[config.mk]
export PLATFORM = sky130hd
export DESIGN_NAME = mem_subsys_top
export DESIGN_NICKNAME = d
export VERILOG_FILES = /design/src/rtl/rv_mem_pkg.sv /design/src/rtl/load_align.sv /design/src/rtl/mem_stage.sv /design/src/rtl/rd_arbiter.sv /design/src/rtl/data_ram.sv /design/src/rtl/mem_subsys_top.sv
export SDC_FILE = /design/constraint.sdc
export NUM_CORES = 1
export LEC_CHECK = 0
export ABC_CLOCK_PERIOD_IN_PS = 14400
export BUFFER_PORTS_ARGS = -buffer_cell sky130_fd_sc_hd__buf_2
export CORE_AREA = 2 2 162 164
export CTS_BUF_LIST = sky130_fd_sc_hd__clkbuf_4 sky130_fd_sc_hd__clkbuf_8
export CTS_CLUSTER_DIAMETER = 200
export DETAILED_ROUTE_END_ITERATION = 7
export DIE_AREA = 0 0 164 166
export PLACE_DENSITY = 0.53
export SYNTH_ARGS = -nofsm -noshare
export SYNTH_HDL_FRONTEND = slang
export SYNTH_SLANG_ARGS = --single-unit
[constraint.sdc]
create_clock -name clk -period 14.4 [get_ports clk]
set_input_delay 0.72 -clock clk [delete_from_list [all_inputs] [get_ports clk]]
set_output_delay 0.72 -clock clk [all_outputs]
set_load 0.02 [all_outputs]
[src/mem_init.hex]
// one doubleword per line, index 0 to 63; byte k of index i is {k, i[4:0]} ^ {i[5], 7'b0}
e0c0a08060402000
e1c1a18161412101
e2c2a28262422202
e3c3a38363432303
e4c4a48464442404
e5c5a58565452505
e6c6a68666462606
e7c7a78767472707
e8c8a88868482808
e9c9a98969492909
eacaaa8a6a4a2a0a
ebcbab8b6b4b2b0b
ecccac8c6c4c2c0c
edcdad8d6d4d2d0d
eeceae8e6e4e2e0e
efcfaf8f6f4f2f0f
f0d0b09070503010
f1d1b19171513111
f2d2b29272523212
f3d3b39373533313
f4d4b49474543414
f5d5b59575553515
f6d6b69676563616
f7d7b79777573717
f8d8b89878583818
f9d9b99979593919
fadaba9a7a5a3a1a
fbdbbb9b7b5b3b1b
fcdcbc9c7c5c3c1c
fdddbd9d7d5d3d1d
fedebe9e7e5e3e1e
ffdfbf9f7f5f3f1f
60402000e0c0a080
61412101e1c1a181
62422202e2c2a282
63432303e3c3a383
64442404e4c4a484
65452505e5c5a585
66462606e6c6a686
67472707e7c7a787
68482808e8c8a888
69492909e9c9a989
6a4a2a0aeacaaa8a
6b4b2b0bebcbab8b
6c4c2c0cecccac8c
6d4d2d0dedcdad8d
6e4e2e0eeeceae8e
6f4f2f0fefcfaf8f
70503010f0d0b090
71513111f1d1b191
72523212f2d2b292
73533313f3d3b393
74543414f4d4b494
75553515f5d5b595
76563616f6d6b696
77573717f7d7b797
78583818f8d8b898
79593919f9d9b999
7a5a3a1afadaba9a
7b5b3b1bfbdbbb9b
7c5c3c1cfcdcbc9c
7d5d3d1dfdddbd9d
7e5e3e1efedebe9e
7f5f3f1fffdfbf9f
[src/rtl/rv_mem_pkg.sv]
package rv_mem_pkg;

    localparam int xlen = 64;
    localparam int id_w = 4;

    localparam logic [id_w-1:0] id_fetch = 4'd1;
    localparam logic [id_w-1:0] id_mem   = 4'd2;

    localparam int ram_words = 64;
    localparam int ram_lat   = 2;                   // address accept to response
    localparam int ram_aw    = $clog2(ram_words);   // doubleword index width
    localparam int lat_w     = $clog2(ram_lat + 1);

    // riscv funct3 order
    typedef enum logic [2:0] {
        lb  = 3'd0,
        lh  = 3'd1,
        lw  = 3'd2,
        ld  = 3'd3,
        lbu = 3'd4,
        lhu = 3'd5,
        lwu = 3'd6
    } load_kind_e;

    typedef struct packed {
        logic            valid;
        logic            is_load;
        load_kind_e      kind;
        logic [4:0]      rd;
        logic [xlen-1:0] base;
        logic [xlen-1:0] offset;
        logic [xlen-1:0] alu_res;   // result for non-load ops
    } ex_mem_t;

    typedef struct packed {
        logic            valid;
        logic [4:0]      rd;
        logic [xlen-1:0] data;
    } wb_t;

    typedef struct packed {
        logic            valid;
        logic [xlen-1:0] addr;
        logic [id_w-1:0] id;
    } rd_req_t;

    typedef struct packed {
        logic            valid;
        logic [xlen-1:0] data;
        logic [id_w-1:0] id;
    } rd_rsp_t;

    // one read word seen as a whole or as its lanes
    typedef union packed {
        logic [xlen-1:0]  dw;
        logic [7:0][7:0]  b;
        logic [3:0][15:0] h;
        logic [1:0][31:0] w;
    } rd_word_u;

endpackage

[src/rtl/load_align.sv]
`timescale 1ns/1ps

module load_align (
    input  logic [rv_mem_pkg::xlen-1:0] word,
    input  logic [2:0]                  addr_lo,
    input  rv_mem_pkg::load_kind_e      kind,
    output logic [rv_mem_pkg::xlen-1:0] data
);

    rv_mem_pkg::rd_word_u lanes;
    logic [7:0]           byte_v;
    logic [15:0]          half_v;
    logic [31:0]          word_v;

    assign lanes = word;

    // lane picks, low address bits taken as aligned
    assign byte_v = lanes.b[addr_lo];
    assign half_v = lanes.h[addr_lo[2:1]];
    assign word_v = lanes.w[addr_lo[2]];

    always_comb begin
        case (kind)
            rv_mem_pkg::lb: begin
                data = {{(rv_mem_pkg::xlen - 8){byte_v[7]}}, byte_v};
            end
            rv_mem_pkg::lbu: begin
                data = {{(rv_mem_pkg::xlen - 8){1'b0}}, byte_v};
            end
            rv_mem_pkg::lh: begin
                data = {{(rv_mem_pkg::xlen - 16){half_v[15]}}, half_v};
            end
            rv_mem_pkg::lhu: begin
                data = {{(rv_mem_pkg::xlen - 16){1'b0}}, half_v};
            end
            rv_mem_pkg::lw: begin
                data = {{(rv_mem_pkg::xlen - 32){word_v[31]}}, word_v};
            end
            rv_mem_pkg::lwu: begin
                data = {{(rv_mem_pkg::xlen - 32){1'b0}}, word_v};
            end
            default: begin
                data = lanes.dw;   // ld
            end
        endcase
    end

endmodule

[src/rtl/mem_stage.sv]
`timescale 1ns/1ps

module mem_stage (
    input  logic                clk,
    input  logic                rst_n,
    input  rv_mem_pkg::ex_mem_t ex_in,
    input  logic                mem_ar_ready,
    input  rv_mem_pkg::rd_rsp_t mem_rsp,
    output logic                ex_ready,
    output rv_mem_pkg::rd_req_t mem_req,
    output rv_mem_pkg::wb_t     wb_out
);

    typedef enum logic [1:0] {
        st_idle,
        st_req,
        st_wait,
        st_fin
    } state_e;

    state_e                      state;
    state_e                      state_nxt;
    logic                        accept;
    logic                        rsp_hit;
    logic [rv_mem_pkg::xlen-1:0] ld_addr;
    rv_mem_pkg::load_kind_e      ld_kind;
    logic [4:0]                  ld_rd;
    logic [rv_mem_pkg::xlen-1:0] ld_data;
    logic                        wb_valid;
    logic [4:0]                  wb_rd;
    logic [rv_mem_pkg::xlen-1:0] wb_data;

    // st_fin is the writeback cycle of a load, new op may be taken there
    assign ex_ready = (state == st_idle) || (state == st_fin);
    assign accept   = ex_in.valid && ex_ready;
    assign rsp_hit  = (state == st_wait) && mem_rsp.valid && (mem_rsp.id == rv_mem_pkg::id_mem);

    always_comb begin
        state_nxt = state;
        case (state)
            st_idle, st_fin: begin
                if (accept && ex_in.is_load)
                    state_nxt = st_req;
                else
                    state_nxt = st_idle;
            end
            st_req: begin
                if (mem_ar_ready)
                    state_nxt = st_wait;   // address taken by arbiter
            end
            st_wait: begin
                if (rsp_hit)
                    state_nxt = st_fin;
            end
            default: state_nxt = st_idle;
        endcase
    end

    always_ff @(posedge clk or negedge rst_n) begin
        if (!rst_n)
            state <= st_idle;
        else
            state <= state_nxt;
    end

    // load info, held stable while the request waits for a grant
    always_ff @(posedge clk) begin
        if (accept && ex_in.is_load) begin
            ld_addr <= ex_in.base + ex_in.offset;
            ld_kind <= ex_in.kind;
            ld_rd   <= ex_in.rd;
        end
    end

    assign mem_req = '{valid: (state == st_req), addr: ld_addr, id: rv_mem_pkg::id_mem};

    load_align u_align (
        .word    (mem_rsp.data),
        .addr_lo (ld_addr[2:0]),
        .kind    (ld_kind),
        .data    (ld_data)
    );

    always_ff @(posedge clk or negedge rst_n) begin
        if (!rst_n)
            wb_valid <= 1'b0;
        else
            wb_valid <= (accept && !ex_in.is_load) || rsp_hit;
    end

    always_ff @(posedge clk) begin
        if (rsp_hit) begin
            wb_rd   <= ld_rd;
            wb_data <= ld_data;
        end else if (accept && !ex_in.is_load) begin
            wb_rd   <= ex_in.rd;
            wb_data <= ex_in.alu_res;   // straight passthrough
        end
    end

    assign wb_out = '{valid: wb_valid, rd: wb_rd, data: wb_data};

    // a response for this stage means its load is still outstanding
    a_no_accept_in_flight: assert property (
        @(posedge clk) disable iff (!rst_n)
        (mem_rsp.valid && (mem_rsp.id == rv_mem_pkg::id_mem)) |-> !accept
    ) else $error("operation accepted while a load is outstanding");

endmodule

[src/rtl/rd_arbiter.sv]
`timescale 1ns/1ps

module rd_arbiter (
    input  logic                clk,
    input  logic                rst_n,
    input  rv_mem_pkg::rd_req_t mem_req,
    input  rv_mem_pkg::rd_req_t fetch_req,
    input  logic                ram_ar_ready,
    input  rv_mem_pkg::rd_rsp_t ram_rsp,
    output logic                mem_ar_ready,
    output logic                fetch_ar_ready,
    output rv_mem_pkg::rd_req_t ram_req,
    output rv_mem_pkg::rd_rsp_t mem_rsp,
    output rv_mem_pkg::rd_rsp_t fetch_rsp
);

    logic                        busy;      // one transaction in flight
    logic [rv_mem_pkg::id_w-1:0] gnt_id;
    logic                        ram_hs;

    // memory stage wins on a tie
    assign ram_req.valid = !busy && (mem_req.valid || fetch_req.valid);
    assign ram_req.addr  = mem_req.valid ? mem_req.addr : fetch_req.addr;
    assign ram_req.id    = mem_req.valid ? rv_mem_pkg::id_mem : rv_mem_pkg::id_fetch;

    assign mem_ar_ready   = !busy && ram_ar_ready;
    assign fetch_ar_ready = !busy && ram_ar_ready && !mem_req.valid;

    assign ram_hs = ram_req.valid && ram_ar_ready;

    always_ff @(posedge clk or negedge rst_n) begin
        if (!rst_n) begin
            busy   <= 1'b0;
            gnt_id <= '0;
        end else begin
            if (ram_hs) begin
                busy   <= 1'b1;
                gnt_id <= ram_req.id;
            end else if (ram_rsp.valid) begin
                busy <= 1'b0;
            end
        end
    end

    // route by tag
    always_comb begin
        mem_rsp         = ram_rsp;
        fetch_rsp       = ram_rsp;
        mem_rsp.valid   = ram_rsp.valid && (ram_rsp.id == rv_mem_pkg::id_mem);
        fetch_rsp.valid = ram_rsp.valid && (ram_rsp.id == rv_mem_pkg::id_fetch);
    end

    a_rsp_when_busy: assert property (
        @(posedge clk) disable iff (!rst_n)
        ram_rsp.valid |-> busy
    ) else $error("read response with no transaction outstanding");

    a_rsp_id_match: assert property (
        @(posedge clk) disable iff (!rst_n)
        ram_rsp.valid |-> (ram_rsp.id == gnt_id)
    ) else $error("response id %0d does not match grant %0d", ram_rsp.id, gnt_id);

endmodule

[src/rtl/data_ram.sv]
`timescale 1ns/1ps

module data_ram (
    input  logic                clk,
    input  logic                rst_n,
    input  rv_mem_pkg::rd_req_t req,
    output logic                ar_ready,
    output rv_mem_pkg::rd_rsp_t rsp
);

    logic [rv_mem_pkg::xlen-1:0]   mem [rv_mem_pkg::ram_words];
    logic                          busy;
    logic [rv_mem_pkg::lat_w-1:0]  cnt;    // cycles left before the answer
    logic [rv_mem_pkg::ram_aw-1:0] idx_q;
    logic [rv_mem_pkg::id_w-1:0]   id_q;
    logic                          accept;

    initial begin
        $readmemh("/design/src/mem_init.hex", mem);
    end

    assign ar_ready = !busy;
    assign accept   = req.valid && ar_ready;

    always_ff @(posedge clk or negedge rst_n) begin
        if (!rst_n) begin
            busy <= 1'b0;
            cnt  <= '0;
        end else begin
            if (accept) begin
                busy <= 1'b1;
                cnt  <= rv_mem_pkg::lat_w'(rv_mem_pkg::ram_lat - 1);
            end else if (busy) begin
                if (cnt == '0)
                    busy <= 1'b0;   // answer went out this cycle
                else
                    cnt <= cnt - 1'b1;
            end
        end
    end

    // doubleword index from addr bits above bit 2
    always_ff @(posedge clk) begin
        if (accept) begin
            idx_q <= req.addr[rv_mem_pkg::ram_aw+2:3];
            id_q  <= req.id;
        end
    end

    assign rsp.valid = busy && (cnt == '0);
    assign rsp.data  = mem[idx_q];
    assign rsp.id    = id_q;

    a_rsp_one_cycle: assert property (
        @(posedge clk) disable iff (!rst_n)
        rsp.valid |=> !rsp.valid
    ) else $error("response valid held past one cycle");

endmodule

[src/rtl/mem_subsys_top.sv]
`timescale 1ns/1ps

module mem_subsys_top (
    input  logic                clk,
    input  logic                rst_n,
    input  rv_mem_pkg::ex_mem_t ex_in,
    input  rv_mem_pkg::rd_req_t fetch_req,
    output logic                ex_ready,
    output rv_mem_pkg::wb_t     wb_out,
    output logic                fetch_ar_ready,
    output rv_mem_pkg::rd_rsp_t fetch_rsp
);

    rv_mem_pkg::rd_req_t mem_req;
    logic                mem_ar_ready;
    rv_mem_pkg::rd_rsp_t mem_rsp;
    rv_mem_pkg::rd_req_t ram_req;
    logic                ram_ar_ready;
    rv_mem_pkg::rd_rsp_t ram_rsp;

    mem_stage u_stage (
        .clk          (clk),
        .rst_n        (rst_n),
        .ex_in        (ex_in),
        .mem_ar_ready (mem_ar_ready),
        .mem_rsp      (mem_rsp),
        .ex_ready     (ex_ready),
        .mem_req      (mem_req),
        .wb_out       (wb_out)
    );

    rd_arbiter u_arb (
        .clk            (clk),
        .rst_n          (rst_n),
        .mem_req        (mem_req),
        .fetch_req      (fetch_req),
        .ram_ar_ready   (ram_ar_ready),
        .ram_rsp        (ram_rsp),
        .mem_ar_ready   (mem_ar_ready),
        .fetch_ar_ready (fetch_ar_ready),
        .ram_req        (ram_req),
        .mem_rsp        (mem_rsp),
        .fetch_rsp      (fetch_rsp)
    );

    data_ram u_ram (
        .clk      (clk),
        .rst_n    (rst_n),
        .req      (ram_req),
        .ar_ready (ram_ar_ready),
        .rsp      (ram_rsp)
    );

endmodule

Yosys cells after proc, flatten, opt, wreduce, memory -nomap -nowiden
Index checks and enable logic that the tools add are counted.
{"block": "op_classes", "n_eq_ne": 13, "order_cmp": 3, "n_mux": 24, "reduce_logical": 28, "add_sub_neg": 2}
{"operator": "case mux 64 bit (6 select lines)", "n": 1}
{"operator": "two-way mux 64 bit", "n": 2}
{"operator": "two-way mux 32 bit", "n": 2}
{"operator": "binary-select mux 16 bit (select 2 bit)", "n": 1}
{"operator": "binary-select mux 8 bit (select 3 bit)", "n": 1}
{"operator": "two-way mux 16 bit", "n": 1}
{"operator": "logical AND 1 bit", "n": 12}
{"operator": "two-way mux 2 bit", "n": 6}
{"operator": "two-way mux 5 bit", "n": 2}
{"operator": "adder 9 bit", "n": 1}
{"operator": "== test 3 bit (second input constant)", "n": 3}
{"operator": "two-way mux 8 bit", "n": 1}
{"operator": "two-way mux 1 bit", "n": 6}
{"operator": "case mux 2 bit (3 select lines)", "n": 1}
{"operator": "nonzero test 2 bit", "n": 3}
{"operator": "== test 2 bit (second input constant)", "n": 2}
{"operator": "== test 4 x 1 -> 1 bit (second input constant)", "n": 1}
{"operator": "== test 4 x 2 -> 1 bit (second input constant)", "n": 1}
{"operator": "logical NOT 1 bit", "n": 4}
{"operator": "logical NOT 2 bit", "n": 2}
{"operator": "less-than comparator 3 x 4 -> 1 bit (second input constant)", "n": 1}
{"operator": "inequality test 2 bit (second input constant)", "n": 2}
{"operator": "AND reduction 2 bit", "n": 2}
{"operator": "== test 3 x 1 -> 1 bit (second input constant)", "n": 1}
{"operator": "9 further kinds", "n": 11}
{"block": "totals", "word_cells": 81, "out_inout_bits": 141, "register_bits": 97, "inputBits": 273}

Logic depth before layout (Yosys ltp)
Gate-level depths: netlist of the first run.
{"block": "logic_depth", "depth_word": 7, "depth_mapped": 7, "depth_no_buf": 5}

Hierarchy
From an unflattened synthesis of the first run, not the netlist that was laid out.
{"block": "unflattened", "hier_cells": 1432, "hier_area_um2": 13937.1}
{"module": "mem_stage", "area_per_inst_um2": 9176.3, "cells_per_inst": 827, "instances": 1}
{"module": "load_align", "area_per_inst_um2": 2011.9, "cells_per_inst": 297, "instances": 1}
{"module": "rd_arbiter", "area_per_inst_um2": 1986.9, "cells_per_inst": 223, "instances": 1}
{"module": "data_ram", "area_per_inst_um2": 762.0, "cells_per_inst": 85, "instances": 1}

Least setup slack after synthesis of the first run
OpenSTA, ideal clock, no wires.
{"block": "synth_timing", "kind": "register to register", "startpoint": "register u_stage.state[0]", "endpoint": "register u_stage.wb_valid", "setup_ns": 0.636, "path_stages_with_launch": 5, "synth_period_minus_slack_ns": 6.412, "setup_slack_ns": 7.988, "required_ns": 13.764, "t_arrival_ns": 5.776, "cell_sequence": "dfrtp_1 inv_1 ha_1 nand2_1 o21ai_0"}
{"block": "synth_between", "elab_chain_len": 5, "elab_cells_between_ends": 9, "cone_classes": "eq/ne: 2; reduce/logical: 7"}
{"element": "start: declaration", "line": "mem_stage.sv:21", "rtl": "state_e state;"}
{"element": "start signal: assignment", "line": "mem_stage.sv:61", "rtl": "state <= st_idle;"}
{"element": "start signal: assignment", "line": "mem_stage.sv:63", "rtl": "state <= state_nxt;"}
{"element": "== test 2 bit / logical NOT 2 bit (equally long branches)", "line": "mem_stage.sv:34", "rtl": "assign ex_ready = (state == st_idle) || (state == st_fin);"}
{"element": "logical OR 1 bit *", "line": "mem_stage.sv:34"}
{"element": "named net ex_ready", "line": "mem_subsys_top.sv:8", "rtl": "output logic ex_ready,"}
{"element": "logical AND 1 bit *", "line": "mem_stage.sv:35", "rtl": "assign accept = ex_in.valid && ex_ready;"}
{"element": "logical AND 1 bit *", "line": "mem_stage.sv:88", "rtl": "wb_valid <= (accept && !ex_in.is_load) || rsp_hit;"}
{"element": "logical OR 1 bit *", "line": "mem_stage.sv:88"}
{"element": "end signal: assignment", "line": "mem_stage.sv:88"}
{"element": "end: declaration", "line": "mem_stage.sv:29", "rtl": "logic wb_valid;"}
Mark *: on every way through the listed nets, which the timed path passes. The rest lies on a longest branch.
A chain may end at the register's enable or synchronous reset.

Worst setup path in the final report of the first run
{"block": "layout_timing", "startpoint": "register u_ram.cnt[0] in the netlist's numbering", "endpoint": "register u_stage.wb_data[6] in the netlist's numbering, enable pin"}
{"block": "layout_between", "elab_chain_len": 6}
{"element": "start: declaration", "line": "data_ram.sv:13", "rtl": "logic [rv_mem_pkg::lat_w-1:0] cnt;"}
{"element": "start signal: assignment", "line": "data_ram.sv:32", "rtl": "cnt <= rv_mem_pkg::lat_w'(rv_mem_pkg::ram_lat - 1);"}
{"element": "start signal: assignment", "line": "data_ram.sv:37", "rtl": "cnt <= cnt - 1'b1;"}
{"element": "logical NOT 2 bit", "line": "data_ram.sv:50", "rtl": "assign rsp.valid = busy && (cnt == '0);"}
{"element": "logical AND 1 bit", "line": "data_ram.sv:50"}
{"element": "logical AND 1 bit", "line": "rd_arbiter.sv:49", "rtl": "mem_rsp.valid = ram_rsp.valid && (ram_rsp.id == rv_mem_pkg::id_mem);"}
{"element": "logical AND 1 bit (2 in series)", "line": "mem_stage.sv:36", "rtl": "assign rsp_hit = (state == st_wait) && mem_rsp.valid && (mem_rsp.id == rv_mem_pkg::id_mem);"}
{"element": "nonzero test 2 bit (no source line)"}
{"element": "end signal: assignment", "line": "mem_stage.sv:94", "rtl": "wb_data <= ld_data;"}
{"element": "end signal: assignment", "line": "mem_stage.sv:97", "rtl": "wb_data <= ex_in.alu_res;"}
{"element": "end: declaration", "line": "mem_stage.sv:31", "rtl": "logic [rv_mem_pkg::xlen-1:0] wb_data;"}
Every way passes these cells.

==> results of run 1 <==
power breakdown:
group          leakage (nW)  internal, mW  switching (mW)
registers             0.759         0.262               0
logic                  1.14        0.0119          0.0209
clock network        0.0902        0.0679           0.109
registers in the layout (all words and copies together) (netlist names):
signal and flops:
u_arb.busy 1, u_ram.busy 1, u_stage.state 2, u_stage.wb_valid 1, u_stage.wb_rd 5, u_ram.id_q 2
u_stage.ld_rd 5, u_stage.wb_data 64, u_ram.cnt 2
area by class of cell:
cell class	count	share of cell area (%)
timing repair buffer	150	15.9
clock buffer	9	2.60
sequential	83	51.6
antenna	1	0.0525
clock inverter	7	1.52
tap	335	8.79
inverter	8	0.630
multi-input combinational	160	19.0
worst paths after layout:
kind,to,slack (ns),startpoint,cells after the start
hold reg to reg,u_arb.busy$_DFFE_PN0P_,0.52,u_arb.busy$_DFFE_PN0P_,2
setup reg to reg,u_stage.wb_data[6]$_DFFE_PP_,12.04,u_ram.cnt[0]$_DFFE_PN0P_,6
max in group asynchronous,u_stage.wb_valid$_DFF_PN0_,14.08,rst_n,1
hold / removal,u_arb.busy$_DFFE_PN0P_,0.16,rst_n,1
min in group clk,u_arb.busy$_DFFE_PN0P_,0.52,u_arb.busy$_DFFE_PN0P_,2
setup / recovery,u_stage.wb_data[6]$_DFFE_PP_,12.04,u_ram.cnt[0]$_DFFE_PN0P_,6
metal layers:
| layer | wire length [um] | GRT usage (%) |
|---|---|---|
| met5 | 27 | 0 |
| met4 | 110 | 2.29 |
| met3 | 1380 | 3.82 |
| met2 | 3730 | 9.74 |
| met1 | 3670 | 7.16 |
worst max-delay path, cell delays in order, from the launching register on:
cell	delay (ns)
dfrtp_1	0.40
inv_1	0.06
ha_1	0.19
nand4b_1	0.12
or2_2	0.34
o21ai_4	0.06
buf_4	0.70
cell families after synthesis:
kind of cell    Yosys count  synth area share (%)
xor+xnor                  1                 0.237
other cells               1                 0.102
buf+inv                  83                  15.8
fa+ha+maj                 3                  1.02
flops                    83                  66.6
mux                       7                  2.58
compound gates            5                 0.848
simple gates             78                  12.8
Yosys cell counts, types with 2 or more instances:
| cell type | number |
|---|---|
| o21ai_0 | 2 |
| nand2_1 | 5 |
| dfrtp_1 | 7 |
| inv_1 | 8 |
| clkbuf_1 | 6 |
| mux2i_1 | 2 |
| edfxtp_1 | 76 |
| buf_4 | 67 |
| mux2_4 | 5 |
| and2_1 | 64 |
| nor2_1 | 2 |
| ha_1 | 3 |
stage by stage:
step	utilization, %	power (mW)	hold WS [ns]	cells
after floorplan	-	0.303	0.424	326
after global placement	17.8	0.300	0.492	736
after detailed placement	17.8	0.301	0.493	736
after CTS	18.6	0.483	0.130	752
after global routing	18.6	0.496	0.139	752
final	18.6	0.472	0.161	753
==> impl_metrics.json, run 1 <==
{
  "synthTopCellsByArea": "edfxtp_1 (62%), buf_4 (14%), and2_1 (11%)",
  "cp-end-kind": "register",
  "yosysUniqueCellTypes": 26,
  "rsz0062_at_grt": "no",
  "ys_seq_elements": 83,
  "required_ns": 14.40,
  "critical_path_class": "reg2reg",
  "clock_latency_ns": 0.37,
  "dieArea_sq_mm": 0.0272,
  "finalWirelength_um": 8920,
  "num-nets-final": 688,
  "clock-sinks": 83,
  "vias_per_cell": 2.99,
  "clk_pin_slew_ns": 0.11,
  "dr.pass1.iters": 4,
  "grt_pass1_wl_um": 12400,
  "p_leak_nw": 1.99,
  "maxSlewViolCount": 0,
  "fin_crit_sh_pct": 16.4,
  "async_flop_share_pct": 8.43,
  "finalSetupViolCount": 0,
  "antenna_found_initial": 4,
  "ant_nets": 0,
  "synthFlopType": "edfxtp_1",
  "vdd_ir_drop_max_mv": 0.0336,
  "drc": 0,
  "dieWidth_um": 164,
  "cts-resized-gates": 0,
  "seq_area_frac_synth_pct": 66.6,
  "ys_warn_count": 0,
  "cts_hold_buf": 0,
  "placementRows": 59,
  "worst_pin_slew_ns": 0.959,
  "yosysTopAreaCellShare_pct": 61.9,
  "syn_avg_cell_area_sq_um": 14.1,
  "fin_area_sq_mm": 0.00477,
  "gp_congestion": 0.735,
  "yosys.area.top_type": "edfxtp_1",
  "post_cts_buffers": 0,
  "grt_max_degree": 71,
  "max-cap-violations": 0,
  "dp_hpwl_um": 6360,
  "syn_area_sq_mm": 0.00369,
  "maxSlewHeadroom_pct": 36.1,
  "layout-drive-gt1-share_pct": 41.7,
  "portBuffers": 148,
  "regArea_sq_mm": 0.00246,
  "root_buffer": "clkbuf_8",
  "cts.path.max_buffers": 2,
  "initial_utilization_pct": 14.4,
  "final.setup.tns_ns": 0,
  "syn_inst": 261,
  "boundaryPins": 414,
  "grt.overflow.total": 0,
  "cp-start-kind": "register",
  "fin_crit_ns": 2.36,
  "synth-edff-count": 76,
  "status": "finished clean",
  "hold_viol_final": 0,
  "clock_skew_ns": 0.0121,
  "placed_area_sq_mm": 0.00457,
  "syn_to_final_growth_pct": 29.2,
  "fill_cells": 2806,
  "design.core.area_sq_mm": 0.0256,
  "cts_tree": "yes",
  "path_max_fanout": 70,
  "vias": 2248,
  "drt-initial-drc-count": 161,
  "hp-class": "in2async",
  "grt_pass1_vias": 2090,
  "layout_common_cells": "buf_2 (148), edfxtp_1 (76), conb_1 (66), and2_1 (64), clkbuf_8 (9)",
  "numCtsBuffers": 9,
  "die_y_um": 166,
  "worstPathArrival_ns": 2.36,
  "power_density_mw_per_mm2": 99.1,
  "fmax_mhz": 424,
  "multiInputGateArea_sq_um": 905,
  "cts_max_level": 3,
  "place_ws_ns": 11.99,
  "final_common_cell": "buf_2",
  "grt.total_usage_pct": 6.32,
  "wire_per_inst_um": 11.8,
  "fin_ws_ns": 12.04
}
(Power assumes the default switching activity.)
==> inputs of run 2 (changes only) <==
--- a/config.mk
+++ b/config.mk
@@ -5,14 +5,15 @@
 export SDC_FILE = /design/constraint.sdc
 export NUM_CORES = 1
 export LEC_CHECK = 0
-export ABC_CLOCK_PERIOD_IN_PS = 14400
+export ABC_AREA = 1
+export ABC_CLOCK_PERIOD_IN_PS = 2450
 export BUFFER_PORTS_ARGS = -buffer_cell sky130_fd_sc_hd__buf_2
-export CORE_AREA = 2 2 162 164
+export CORE_AREA = 2 2 159 161
 export CTS_BUF_LIST = sky130_fd_sc_hd__clkbuf_4 sky130_fd_sc_hd__clkbuf_8
 export CTS_CLUSTER_DIAMETER = 200
 export DETAILED_ROUTE_END_ITERATION = 7
-export DIE_AREA = 0 0 164 166
-export PLACE_DENSITY = 0.53
+export DIE_AREA = 0 0 161 163
+export PLACE_DENSITY = 0.55
 export SYNTH_ARGS = -nofsm -noshare
 export SYNTH_HDL_FRONTEND = slang
 export SYNTH_SLANG_ARGS = --single-unit
==> constraint.sdc (replaced) <==
create_clock -name clk -period 2.45 [get_ports clk]
set_input_delay 0.1225 -clock clk [delete_from_list [all_inputs] [get_ports clk]]
set_output_delay 0.1225 -clock clk [all_outputs]
set_load 0.02 [all_outputs]
==> impl_metrics.json, run 2 <==
{
  "slowest_delay_ns": 0.41,
  "synthTopCellsByArea": "edfxtp_1 (60%), buf_4 (13%), inv_1 (7.4%)",
  "power_density_mw_per_mm2": 824,
  "synth_compound_area_share_pct": 0.529,
  "grt_pass1_vias": 2281,
  "clock-sinks": 83,
  "p_int_mw": 2.61,
  "ys_seq_elements": 83,
  "die_y_um": 163,
  "dr.pass1.iters": 4,
  "seq_power_share_pct": 48.4,
  "top_regs": "u_stage.wb_data: 64 flops, u_stage.ld_rd: 5 flops, u_stage.wb_rd: 5 flops",
  "antenna_found_initial": 1,
  "dieArea_sq_mm": 0.0262,
  "vdd_ir_drop_max_mv": 0.378,
  "synthMuxAreaShare_pct": 0,
  "grt.total_usage_pct": 6.54,
  "cts_tree": "yes",
  "syn_avg_cell_area_sq_um": 10.8,
  "antennaDiodeCount": 0,
  "syn_inst": 349,
  "yosysUniqueCellTypes": 17,
  "hp-class": "in2reg",
  "grt.overflow.total": 0,
  "synthFlopType": "edfxtp_1",
  "syn_to_final_growth_pct": 30.5,
  "cp-start-kind": "register",
  "post_cts_buffers": 0,
  "grt_max_degree": 58,
  "finalSetupViolCount": 0,
  "synth_xor_area_share_pct": 0,
  "root_buffer": "clkbuf_8",
  "cpLargestDelayFamily": "buffers and inverters",
  "fin_area_sq_mm": 0.00494,
  "comb_power_share_pct": 29.0,
  "p_leak_nw": 2.37,
  "swShare_pct": 36.0,
  "finalWirelength_um": 8850,
  "ant_nets": 0,
  "wire_per_inst_um": 10.5,
  "initial_utilization_pct": 15.3,
  "async_flop_share_pct": 8.43,
  "largest-register": "u_stage.wb_data",
  "required_ns": 2.46,
  "layout-drive-gt1-share_pct": 33.5,
  "synth-simple-area-share_pct": 11.2,
  "final_common_cell": "buf_2",
  "power_mw": 4.07,
  "max-cap-violations": 0,
  "synth_commonest_cells": "edfxtp_1 (76), inv_1 (75), nor2_1 (68)",
  "cts_max_level": 3,
  "rsz0062_at_grt": "no",
  "dieWidth_um": 161,
  "p_sw_mw": 1.46,
  "fmax_mhz": 520,
  "portBuffers": 148,
  "placementRows": 58,
  "vias_per_cell": 3.03,
  "clk_pin_slew_ns": 0.10,
  "critical_path.slowest_cell": "buf_4",
  "gp_congestion": 0.682,
  "fin_crit_sh_pct": 78.5,
  "seq_area_frac_synth_pct": 64.9,
  "vias": 2551,
  "drt-initial-drc-count": 133,
  "clock_latency_ns": 0.36,
  "layout_common_cells": "buf_2 (148), edfxtp_1 (76), inv_1 (75), nor2_1 (68), conb_1 (66)",
  "syn_area_sq_mm": 0.00379,
  "maxSlewViolCount": 0,
  "dp_cells": 821,
  "yosys.area.top_type": "edfxtp_1",
  "cts_hold_buf": 6,
  "placed_area_sq_mm": 0.00470,
  "num-nets-final": 784,
  "grt_pass1_wl_um": 12700,
  "hold_viol_final": 0,
  "numCtsBuffers": 9,
  "synth-edff-count": 76,
  "status": "finished clean",
  "design.core.area_sq_mm": 0.0247,
  "utilization_pct": 20.0,
  "yosysTopAreaCellShare_pct": 60.3,
  "stdcell_count": 843,
  "cp-end-kind": "register",
  "dp_hpwl_um": 6680,
  "path_cells": "inv_1 -> ha_1 -> nand2_2 -> inv_2 -> nand3_4 -> o21ai_4 -> buf_4",
  "synth_top_family_by_area": "buffers and inverters",
  "fin_crit_ns": 1.92,
  "clock_skew_ns": 0.0158,
  "synth_adder_area_share_pct": 0.991,
  "boundaryPins": 414,
  "path_max_fanout": 33,
  "synth_most_common_cell": "edfxtp_1",
  "reg2reg_slack_ns": 0.53,
  "path_buf_inv": 3,
  "cts-resized-gates": 0,
  "worstPathArrival_ns": 1.93,
  "critical_path_class": "reg2reg",
  "final.setup.tns_ns": 0,
  "drc": 0,
  "cts.path.max_buffers": 2,
  "ys_warn_count": 0,
  "clock_power_share_pct": 22.6,
  "largest_register_ffs": 64
}
run 2: layer usage:
layer,vias up,part of all wire (%),GRT usage (%)
met1,1122,43,7.74
met4,2,1.3,2.31
met3,9,12,3.00
li1,1243,-,-
met5,-,0.15,0
met2,175,44,10.5
run 2: cells by family (layout without fill, tap and decap cells):
family,count (synthesis),in the layout
buffers and inverters,151,250
AND/OR/NAND/NOR,107,107
flip-flops,83,83
AO/OA/AOI/OAI,4,4
adder cells (fa/ha/maj),3,3
other,1,66
run 2: metrics by stage:
| step | setup slack (ns) | hold slack (ns) |
|---|---|---|
| 2_1_floorplan | 0.0391 | -0.173 |
| 3_3_place_gp | 0.537 | -0.0283 |
| 3_5_place_dp | 0.513 | -0.0297 |
| 4_1_cts | 0.467 | 0.00431 |
| 5_1_grt | 0.335 | 0.0242 |
| 6_report | 0.526 | 0.0432 |
run 2: path summary, 6_finish.rpt:
check	startpoint	endpoint	depth (start not counted)
max	u_ram.cnt[0]$_DFFE_PN0P_	u_stage.wb_data[54]$_SDFFCE_PP0P_	7
min	ex_in[31]	u_stage.wb_data[31]$_SDFFCE_PP0P_	3
min reg2reg	u_ram.cnt[0]$_DFFE_PN0P_	u_ram.cnt[0]$_DFFE_PN0P_	2
min in group asynchronous	rst_n	u_arb.busy$_DFFE_PN0P_	2
max in group asynchronous	rst_n	u_ram.cnt[1]$_DFFE_PN0P_	2
max reg2reg	u_ram.cnt[0]$_DFFE_PN0P_	u_stage.wb_data[54]$_SDFFCE_PP0P_	7
run 2: cell type report:
cell class / instances / area (sq um)
Clock buffer: 9 / 124
Tap cell: 330 / 413
Multi-Input combinational cell: 180 / 754
Sequential cell: 83 / 2460
Clock inverter: 7 / 52.6
Timing Repair Buffer: 157 / 848
Inverter: 77 / 292
Fill cell: 2751 / 19700
run 2: worst register-to-register path, stage by stage, from the launching register on:
cell     delay, ns
dfrtp_1       0.39
inv_1         0.07
ha_1          0.19
nand2_2       0.09
inv_2         0.08
nand3_4       0.16
o21ai_4       0.13
buf_4         0.41
run 2: power groups by stage:
| stage | Combinational (mW) | Clock (mW) | Sequential [mW] |
|---|---|---|---|
| floorplan | 0.627 | 0 | 2.24 |
| global route | 1.31 | 1.03 | 2.00 |
| detailed placement | 1.20 | 0 | 2.00 |
| CTS | 1.21 | 0.993 | 1.98 |
| finish | 1.18 | 0.920 | 1.97 |
| global placement | 1.19 | 0 | 2.00 |
